[src/include/modbus_config.svh]
`ifndef MODBUS_CONFIG_SVH
`define MODBUS_CONFIG_SVH

// own station byte
`define MODBUS_STATION_ADDR 8'h37

// wishbone bank bases
`define HOLDING_OFFSET 24'hA00000
`define INPUT_OFFSET 24'hB00000

// highest start + quantity
`define REG_LIMIT 'hFFFF
`define MAX_READ_QTY 125

`define WB_ADDR_W 24
`define WB_DATA_W 16

`endif

[src/logic/modbusPkg.sv]
`include "modbus_config.svh"

package modbusPkg;

    typedef enum logic [7:0] {
        readHolding = 8'h03,
        readInput   = 8'h04
    } funcCode;

    typedef enum logic [7:0] {
        none            = 8'h00,
        illegalFunction = 8'h01,
        illegalAddress  = 8'h02,
        illegalValue    = 8'h03
    } excCode;

    typedef enum logic [3:0] {
        psStation, psFunction, psAddrHi, psAddrLo, psQtyHi, psQtyLo,
        psCrcLo, psCrcHi, psIgnore
    } parseState;

    typedef enum logic [3:0] {
        bsIdle, bsStation, bsFunction, bsExcCode, bsByteCount, bsFetch,
        bsDataHi, bsDataLo, bsCrcLo, bsCrcHi
    } buildState;

    typedef struct packed {
        logic [7:0]            func;  // raw byte that may be unsupported
        excCode                exc;
        logic [`WB_ADDR_W-1:0] addr;  // already in bank
        logic [6:0]            qty;
    } request;

endpackage

[src/logic/wbPkg.sv]
`include "modbus_config.svh"

package wbPkg;

    typedef struct packed {
        logic [`WB_ADDR_W-1:0] adr;
        logic                  stb;  // one cycle per word
    } wbCmd;

    typedef struct packed {
        logic [`WB_DATA_W-1:0] dat;
        logic                  done;  // one cycle after ack
    } wbResult;

endpackage

[src/logic/crc16.sv]
`timescale 1ns/1ps

module crc16 (
    input  logic        clk,
    input  logic        rst,
    input  logic        clear,
    input  logic        en,
    input  logic [7:0]  data,
    output logic [15:0] value
);
    logic [15:0] next;

    // reflected poly stepped one bit at a time
    always_comb begin
        next = value ^ {8'h00, data};
        for (int i = 0; i < 8; i++) begin
            if (next[0]) begin
                next = (next >> 1) ^ 16'hA001;
            end else begin
                next = next >> 1;
            end
        end
    end

    always_ff @(posedge clk) begin
        if (rst || clear) begin
            value <= 16'hFFFF;
        end else if (en) begin
            value <= next;
        end
    end

endmodule

[src/logic/requestParser.sv]
`timescale 1ns/1ps
`include "modbus_config.svh"

module requestParser (
    input  logic              clk,
    input  logic              rst,
    input  logic [7:0]        rxData,
    input  logic              rxValid,
    input  logic              rxParityError,
    input  logic              rxSilence,
    input  logic              busy,
    output logic              rxReq,
    output logic              reqValid,
    output modbusPkg::request req
);
    modbusPkg::parseState  state;
    modbusPkg::parseState  nextState;
    logic                  fire;
    logic                  take;
    logic [15:0]           startAddr;
    logic [7:0]            qtyHi;
    logic [15:0]           qtyFull;
    logic [16:0]           span;
    logic                  isRead;
    logic                  qtyBad;
    logic                  addrBad;
    logic [`WB_ADDR_W-1:0] bank;

    assign take = rxValid && !rxParityError && !rxSilence;
    assign qtyFull = {qtyHi, rxData};
    assign span = {1'b0, startAddr} + {1'b0, qtyFull};
    assign isRead = rxData == modbusPkg::readHolding || rxData == modbusPkg::readInput;
    assign qtyBad = qtyFull == 16'd0 || qtyFull > 16'(`MAX_READ_QTY);
    assign addrBad = span > 17'(`REG_LIMIT);
    assign bank = (req.func == modbusPkg::readInput) ? `INPUT_OFFSET : `HOLDING_OFFSET;

    always_comb begin
        nextState = state;
        fire = 1'b0;
        if (rxSilence) begin
            nextState = modbusPkg::psStation;  // frame gap
        end else if (rxValid && state != modbusPkg::psIgnore) begin
            if (rxParityError) begin
                nextState = modbusPkg::psIgnore;
            end else begin
                case (state)
                    modbusPkg::psStation: begin
                        if (rxData == `MODBUS_STATION_ADDR) begin
                            nextState = modbusPkg::psFunction;
                        end else begin
                            nextState = modbusPkg::psIgnore;  // not for us
                        end
                    end
                    modbusPkg::psFunction: begin
                        if (isRead) begin
                            nextState = modbusPkg::psAddrHi;
                        end else begin
                            nextState = modbusPkg::psIgnore;
                            fire = 1'b1;
                        end
                    end
                    modbusPkg::psAddrHi: nextState = modbusPkg::psAddrLo;
                    modbusPkg::psAddrLo: nextState = modbusPkg::psQtyHi;
                    modbusPkg::psQtyHi: nextState = modbusPkg::psQtyLo;
                    modbusPkg::psQtyLo: begin
                        if (qtyBad || addrBad) begin
                            nextState = modbusPkg::psIgnore;
                            fire = 1'b1;
                        end else begin
                            nextState = modbusPkg::psCrcLo;
                        end
                    end
                    modbusPkg::psCrcLo: nextState = modbusPkg::psCrcHi;
                    modbusPkg::psCrcHi: begin
                        nextState = modbusPkg::psStation;
                        fire = 1'b1;
                    end
                    default: nextState = modbusPkg::psIgnore;
                endcase
            end
        end
    end

    always_ff @(posedge clk) begin
        if (rst) begin
            state <= modbusPkg::psStation;
            reqValid <= 1'b0;
            rxReq <= 1'b0;
        end else begin
            state <= nextState;
            reqValid <= fire && !busy;  // dropped while replying
            rxReq <= rxValid && state != modbusPkg::psIgnore;
        end
    end

    always_ff @(posedge clk) begin
        if (take) begin
            case (state)
                modbusPkg::psFunction: begin
                    req.func <= rxData;
                    if (isRead) begin
                        req.exc <= modbusPkg::none;
                    end else begin
                        req.exc <= modbusPkg::illegalFunction;
                    end
                end
                modbusPkg::psAddrHi: startAddr[15:8] <= rxData;
                modbusPkg::psAddrLo: startAddr[7:0] <= rxData;
                modbusPkg::psQtyHi: qtyHi <= rxData;
                modbusPkg::psQtyLo: begin
                    req.qty <= rxData[6:0];
                    req.addr <= bank + {{(`WB_ADDR_W-16){1'b0}}, startAddr};
                    if (qtyBad) begin
                        req.exc <= modbusPkg::illegalValue;  // quantity checked first
                    end else if (addrBad) begin
                        req.exc <= modbusPkg::illegalAddress;
                    end else begin
                        req.exc <= modbusPkg::none;
                    end
                end
                default: ;
            endcase
        end
    end

    assert property (@(posedge clk) disable iff (rst) reqValid |=> !reqValid)
        else $error("reqValid high on consecutive cycles");

endmodule

[src/logic/wbReader.sv]
`timescale 1ns/1ps
`include "modbus_config.svh"

module wbReader (
    input  logic                  clk,
    input  logic                  rst,
    input  wbPkg::wbCmd           cmd,
    input  logic [`WB_DATA_W-1:0] wbDatIn,
    input  logic                  wbAck,
    output wbPkg::wbResult        result,
    output logic [`WB_ADDR_W-1:0] wbAdr,
    output logic                  wbCyc,
    output logic                  wbStb,
    output logic                  wbWe
);
    logic                  done;
    logic                  start;
    logic [`WB_DATA_W-1:0] dat;

    assign start = cmd.stb && !wbCyc;
    assign result = '{dat: dat, done: done};
    assign wbWe = 1'b0;  // read only master

    always_ff @(posedge clk) begin
        if (rst) begin
            wbCyc <= 1'b0;
            wbStb <= 1'b0;
            done <= 1'b0;
        end else begin
            done <= 1'b0;
            if (start) begin
                wbCyc <= 1'b1;
                wbStb <= 1'b1;
            end else if (wbCyc && wbAck) begin
                wbCyc <= 1'b0;
                wbStb <= 1'b0;
                done <= 1'b1;
            end
        end
    end

    always_ff @(posedge clk) begin
        if (start) begin
            wbAdr <= cmd.adr;
        end
        if (wbCyc && wbAck) begin
            dat <= wbDatIn;
        end
    end

    // the builder only issues a command while the bus is idle
    assert property (@(posedge clk) disable iff (rst) cmd.stb |-> !wbCyc)
        else $error("read command issued while a wishbone cycle is open");

endmodule

[src/logic/responseBuilder.sv]
`timescale 1ns/1ps
`include "modbus_config.svh"

module responseBuilder (
    input  logic              clk,
    input  logic              rst,
    input  logic              reqValid,
    input  modbusPkg::request req,
    input  logic              fifoAck,
    input  wbPkg::wbResult    result,
    input  logic [15:0]       crcValue,
    output logic              busy,
    output logic              fifoReq,
    output logic [7:0]        fifoData,
    output wbPkg::wbCmd       cmd,
    output logic              crcClear,
    output logic              crcEn
);
    modbusPkg::buildState  state;
    modbusPkg::excCode     excReg;
    logic [7:0]            funcReg;
    logic [6:0]            qtyReg;
    logic [6:0]            wordsLeft;
    logic [`WB_ADDR_W-1:0] adrReg;
    logic [`WB_DATA_W-1:0] word;
    logic                  cmdStb;
    logic                  isExc;
    logic                  inCrc;
    logic                  start;

    assign isExc = excReg != modbusPkg::none;
    assign busy = state != modbusPkg::bsIdle;
    assign start = !busy && reqValid;
    assign fifoReq = busy && state != modbusPkg::bsFetch;
    assign inCrc = state == modbusPkg::bsCrcLo || state == modbusPkg::bsCrcHi;
    assign crcClear = start;
    assign crcEn = fifoReq && fifoAck && !inCrc;  // crc follows consumed bytes
    assign cmd = '{adr: adrReg, stb: cmdStb};

    always_comb begin
        case (state)
            modbusPkg::bsStation: fifoData = `MODBUS_STATION_ADDR;
            modbusPkg::bsFunction: fifoData = isExc ? {1'b1, funcReg[6:0]} : funcReg;
            modbusPkg::bsExcCode: fifoData = excReg;
            modbusPkg::bsByteCount: fifoData = {qtyReg, 1'b0};
            modbusPkg::bsDataHi: fifoData = word[`WB_DATA_W-1 -: 8];
            modbusPkg::bsDataLo: fifoData = word[7:0];
            modbusPkg::bsCrcLo: fifoData = crcValue[7:0];  // crc sent low byte first
            modbusPkg::bsCrcHi: fifoData = crcValue[15:8];
            default: fifoData = 8'h00;
        endcase
    end

    always_ff @(posedge clk) begin
        if (rst) begin
            state <= modbusPkg::bsIdle;
            cmdStb <= 1'b0;
        end else begin
            cmdStb <= 1'b0;
            case (state)
                modbusPkg::bsIdle: begin
                    if (reqValid) begin
                        state <= modbusPkg::bsStation;
                    end
                end
                modbusPkg::bsStation: begin
                    if (fifoAck) begin
                        state <= modbusPkg::bsFunction;
                    end
                end
                modbusPkg::bsFunction: begin
                    if (fifoAck && isExc) begin
                        state <= modbusPkg::bsExcCode;
                    end else if (fifoAck) begin
                        state <= modbusPkg::bsByteCount;
                    end
                end
                modbusPkg::bsExcCode: begin
                    if (fifoAck) begin
                        state <= modbusPkg::bsCrcLo;
                    end
                end
                modbusPkg::bsByteCount: begin
                    if (fifoAck) begin
                        state <= modbusPkg::bsFetch;
                        cmdStb <= 1'b1;
                    end
                end
                modbusPkg::bsFetch: begin
                    if (result.done) begin
                        state <= modbusPkg::bsDataHi;
                    end
                end
                modbusPkg::bsDataHi: begin
                    if (fifoAck) begin
                        state <= modbusPkg::bsDataLo;
                    end
                end
                modbusPkg::bsDataLo: begin
                    if (fifoAck && wordsLeft == 7'd0) begin
                        state <= modbusPkg::bsCrcLo;
                    end else if (fifoAck) begin
                        state <= modbusPkg::bsFetch;  // next word
                        cmdStb <= 1'b1;
                    end
                end
                modbusPkg::bsCrcLo: begin
                    if (fifoAck) begin
                        state <= modbusPkg::bsCrcHi;
                    end
                end
                modbusPkg::bsCrcHi: begin
                    if (fifoAck) begin
                        state <= modbusPkg::bsIdle;
                    end
                end
                default: state <= modbusPkg::bsIdle;
            endcase
        end
    end

    always_ff @(posedge clk) begin
        if (start) begin
            funcReg <= req.func;
            excReg <= req.exc;
            qtyReg <= req.qty;
            wordsLeft <= req.qty;
            adrReg <= req.addr;
        end else if (state == modbusPkg::bsFetch && result.done) begin
            word <= result.dat;
            wordsLeft <= wordsLeft - 7'd1;
            adrReg <= adrReg + `WB_ADDR_W'(1);
        end
    end

    assert property (@(posedge clk) disable iff (rst)
        fifoReq && !fifoAck |=> fifoReq && $stable(fifoData))
        else $error("fifo byte changed before ack");

endmodule

[src/logic/modbusTop.sv]
`timescale 1ns/1ps
`include "modbus_config.svh"

module modbusTop (
    input  logic                  clk,
    input  logic                  rst,
    input  logic [7:0]            rxData,
    input  logic                  rxValid,
    input  logic                  rxParityError,
    input  logic                  rxSilence,
    output logic                  rxReq,
    output logic                  fifoReq,
    output logic [7:0]            fifoData,
    input  logic                  fifoAck,
    output logic [`WB_ADDR_W-1:0] wbAdr,
    output logic                  wbCyc,
    output logic                  wbStb,
    output logic                  wbWe,
    input  logic [`WB_DATA_W-1:0] wbDatIn,
    input  logic                  wbAck
);
    logic              reqValid;
    logic              busy;
    logic              crcClear;
    logic              crcEn;
    logic [15:0]       crcValue;
    modbusPkg::request req;
    wbPkg::wbCmd       cmd;
    wbPkg::wbResult    result;

    requestParser u_requestParser (
        .clk           (clk),
        .rst           (rst),
        .rxData        (rxData),
        .rxValid       (rxValid),
        .rxParityError (rxParityError),
        .rxSilence     (rxSilence),
        .busy          (busy),
        .rxReq         (rxReq),
        .reqValid      (reqValid),
        .req           (req)
    );

    responseBuilder u_responseBuilder (
        .clk      (clk),
        .rst      (rst),
        .reqValid (reqValid),
        .req      (req),
        .fifoAck  (fifoAck),
        .result   (result),
        .crcValue (crcValue),
        .busy     (busy),
        .fifoReq  (fifoReq),
        .fifoData (fifoData),
        .cmd      (cmd),
        .crcClear (crcClear),
        .crcEn    (crcEn)
    );

    wbReader u_wbReader (
        .clk     (clk),
        .rst     (rst),
        .cmd     (cmd),
        .wbDatIn (wbDatIn),
        .wbAck   (wbAck),
        .result  (result),
        .wbAdr   (wbAdr),
        .wbCyc   (wbCyc),
        .wbStb   (wbStb),
        .wbWe    (wbWe)
    );

    // crc runs over the bytes as they leave
    crc16 u_crc16 (
        .clk   (clk),
        .rst   (rst),
        .clear (crcClear),
        .en    (crcEn),
        .data  (fifoData),
        .value (crcValue)
    );

endmodule

[config.mk]
export PLATFORM = sky130hd
export DESIGN_NAME = modbusTop
export DESIGN_NICKNAME = d
export VERILOG_FILES = /design/src/logic/modbusPkg.sv /design/src/logic/wbPkg.sv /design/src/logic/crc16.sv /design/src/logic/requestParser.sv /design/src/logic/wbReader.sv /design/src/logic/responseBuilder.sv /design/src/logic/modbusTop.sv
export VERILOG_INCLUDE_DIRS = /design/src /design/src/include
export SDC_FILE = /design/constraint.sdc
export NUM_CORES = 1
export LEC_CHECK = 0
export BUFFER_PORTS_ARGS = -buffer_cell sky130_fd_sc_hd__clkbuf_2
export CAP_MARGIN = 15
export CORE_UTILIZATION = 60
export CTS_BUF_LIST = sky130_fd_sc_hd__clkbuf_8
export DETAILED_ROUTE_END_ITERATION = 6
export PLACE_DENSITY = 0.8
export SLEW_MARGIN = 20
export SYNTH_ARGS = -nofsm -noshare
export SYNTH_HDL_FRONTEND = slang
export SYNTH_SLANG_ARGS = --single-unit
[constraint.sdc]
create_clock -name clk -period 4.98 [get_ports clk]
set_clock_uncertainty 0.15 [all_clocks]
set_input_delay 0.996 -clock clk [delete_from_list [all_inputs] [get_ports clk]]
set_output_delay 0.996 -clock clk [all_outputs]
set_load 0.01 [all_outputs]
==> qor.yml <==
postCtsSetupBuffers: 0
arrival_ns: 2.62
outcome: "finished, final reports clean"
synth-async-reset-ratio: 0
end_kind: "output port"
fin_crit_ns: 3.76
ys_warn_count: 0
setup_viol: 0
die_height_um: 121
die_w_um: 121
peakVddDrop_mv: 0.244
place_inst: 883
rr_worst_depth: 9
critPathMaxStageDelay_ns: 0.72
clk-insertion-delay-late_ns: 0.47
worstSetupStartpointType: "register"
pin_count: 68
dpl.hpwl_mm: 11.6
synth_cell_types: 78
cap_viol_max_count: 0
power_mw: 3.60
globalRoute.totalOverflow: 0
start_util: 0.611
cts.path.max_buffers: 2
vias: 5394
drt_iter0_markers: 665
dieArea_um2: 14600
worstHoldEndpoint: "u_responseBuilder.word[12]$_DFFE_PP_"
ys_ff_latch: 191
fin_crit_sh: 0.755
path_cells: "buf_4 -> and3_1 -> o21ai_0 -> a21oi_1 -> o21bai_1 -> clkbuf_2"
synth-edff-count: 162
path_max_fanout: 20
rsz0062_at_grt: "false"
final_core_util: 0.674
p_per_area_nw_per_um2: 386
drc: 0
final_common_cell: "edfxtp_1"
wl_per_cell_um: 17.9
hold_depth: 0
antenna_found_initial: 0
grt_pass1_vias: 5140
r2r-start: "u_responseBuilder.state[3]$_SDFFE_PP0P_"
wirelength_mm: 16.3
reg2reg_slack_ns: 1.36
layout_common_cells: "edfxtp_1 (162), nand2_1 (78), clkbuf_2 (66), nor2_1 (46)"
power.leakage_nw: 3.34
syn_nets: 713
hold_class: "reg2reg"
slew_violations: 0
synthCells: 663
core-area_um2: 13800
relSlewSlack: 0.316
final_nets: 772
slowest_stage: "dfxtp_1"
antenna_cells: 0
port_buffers: 66
worst_ep_required_time_ns: 3.83
hold_path.startpoint: "u_wbReader.dat[12]$_DFFE_PP_"
final_cells: 915
hold_viol_final: 0
syn_avg_cell_area_um2: 12.7
pre_cts_ws_ns: 1.41
grt.total_usage: 0.239
setup_tns_ns: 0
first_pass_iters: 6
r2r-end: "u_crc16.value[0]$_SDFFE_PP1P_"
grt_pass1_wl_mm: 26.0
std_cell_rows: 43
area_growth_pct: 10.3
holdBufCountCts: 0
synth_flop_cell: "edfxtp_1"
detail-route-antenna-nets: 0
setup_ws_ns: 1.22
tritoncts: "built"
worstSetupPathType: "reg2out"
drt-vias-per-instance: 5.90
cts_resized: 0
synth_seq_area_share: 0.644
htreeDepth: 4
cts_root_buf: "clkbuf_8"
synth_area_um2: 8450
grt_max_degree: 60
gp_congestion: 1.00
drive_above_1_share: 0.170
clk_pin_slew_ns: 0.11
cts_made_buffers: 17
worst_pin_slew_ns: 1.02
clock-sinks: 191
timing.fmax_mhz: 266
sequential cells by signal, summed over array words and instances, names as in the netlist, 7 cells and up:
register and flops:
u_requestParser.req 34, u_responseBuilder.adrReg 24, u_wbReader.wbAdr 24, u_crc16.value 16, u_requestParser.startAddr 16, u_responseBuilder.word 16, u_wbReader.dat 16, u_requestParser.qtyHi 8
u_responseBuilder.funcReg 8, u_responseBuilder.qtyReg 7, u_responseBuilder.wordsLeft 7
cells by family (layout without fill, tap and decap cells):
kind of cell | after synthesis | after routing | share of synthesized area
adder cells (fa/ha/maj) | 19 | 19 | 0.0290
other | 1 | 1 | 0.000444
XOR/XNOR | 41 | 41 | 0.0468
AO/OA/AOI/OAI | 117 | 117 | 0.0953
buffers and inverters | 43 | 115 | 0.0237
multiplexers | 20 | 20 | 0.0249
flip-flops | 191 | 191 | 0.644
AND/OR/NAND/NOR | 231 | 231 | 0.136
area by class of cell:
cell class | count | area [um^2]
clock buffer | 17 | 234
clock inverter | 15 | 184
fill | 981 | 4500
inverter | 14 | 52.6
multi-input combinational | 429 | 2830
sequential | 191 | 5450
tap | 180 | 225
timing repair buffer | 69 | 353
report_power, final:
group	total (mW)	switching, mW	internal (mW)	leakage, nW
Clock	1.06	0.551	0.504	0.211
Sequential	1.81	0.0646	1.75	1.69
Combinational	0.735	0.378	0.358	1.44
synth_stat cells (6+ instances only):
master    number  area share
nor4_1         6      0.0044
nand3_1       18       0.011
ha_1          18       0.027
edfxtp_1     162        0.58
o211ai_1       9      0.0080
nor3_1        14      0.0083
dfxtp_1       29       0.069
xor2_1        20       0.021
nor2b_1       12      0.0089
and3_1         8      0.0059
o21ai_0       27       0.016
a21oi_1       24       0.014
clkbuf_1      17      0.0075
nand2b_1      10      0.0074
xnor2_1       17       0.018
nand2_1       78       0.035
mux2i_1       15       0.018
nor2_1        47       0.021
nand4_1       10      0.0074
inv_1         13      0.0058
stage by stage:
stage | instance area, um^2 | hold slack, ns
2_1_floorplan | 8450 | 0.250
3_3_place_gp | 8890 | 0.253
3_5_place_dp | 8890 | 0.255
4_1_cts | 9310 | 0.271
5_1_grt | 9320 | 0.281
6_report | 9320 | 0.270
worst max-delay path by stage:
stage | startpoint | end | slack [ns] | depth (start not counted)
floorplan | rxParityError | u_requestParser.req[0]$_DFFE_PP_ | 1.91 | 3
global placement | u_responseBuilder.state[3]$_SDFFE_PP0P_ | u_crc16.value[0]$_SDFFE_PP1P_ | 1.55 | 9
detailed placement | u_responseBuilder.state[3]$_SDFFE_PP0P_ | u_crc16.value[0]$_SDFFE_PP1P_ | 1.41 | 9
CTS | u_responseBuilder.state[2]$_SDFFE_PP0P_ | fifoData[6] | 1.14 | 5
global route | u_responseBuilder.state[0]$_SDFFE_PP0P_ | fifoData[7] | 1.10 | 5
finish | u_responseBuilder.state[0]$_SDFFE_PP0P_ | fifoData[6] | 1.22 | 6
per-layer routing:
| metal | wire [um] | global-route usage | share of wire | vias to the layer above |
|---|---|---|---|---|
| met3 | 1160 | 0.0500 | 0.071 | 36 |
| met4 | 508 | 0.114 | 0.031 | 0 |
| li1 | - | - | - | 2582 |
| met1 | 7230 | 0.337 | 0.44 | 2549 |
| met5 | 0 | 0 | 0 | - |
| met2 | 7450 | 0.355 | 0.46 | 227 |
worst max-delay path, delay by kind of cell, from the launching register on:
kind,cells,cell delay (ns)
compound gates,3,0.73
buf+inv,2,0.52
flops,1,0.72
simple gates,1,0.18
(Power assumes the default switching activity.)
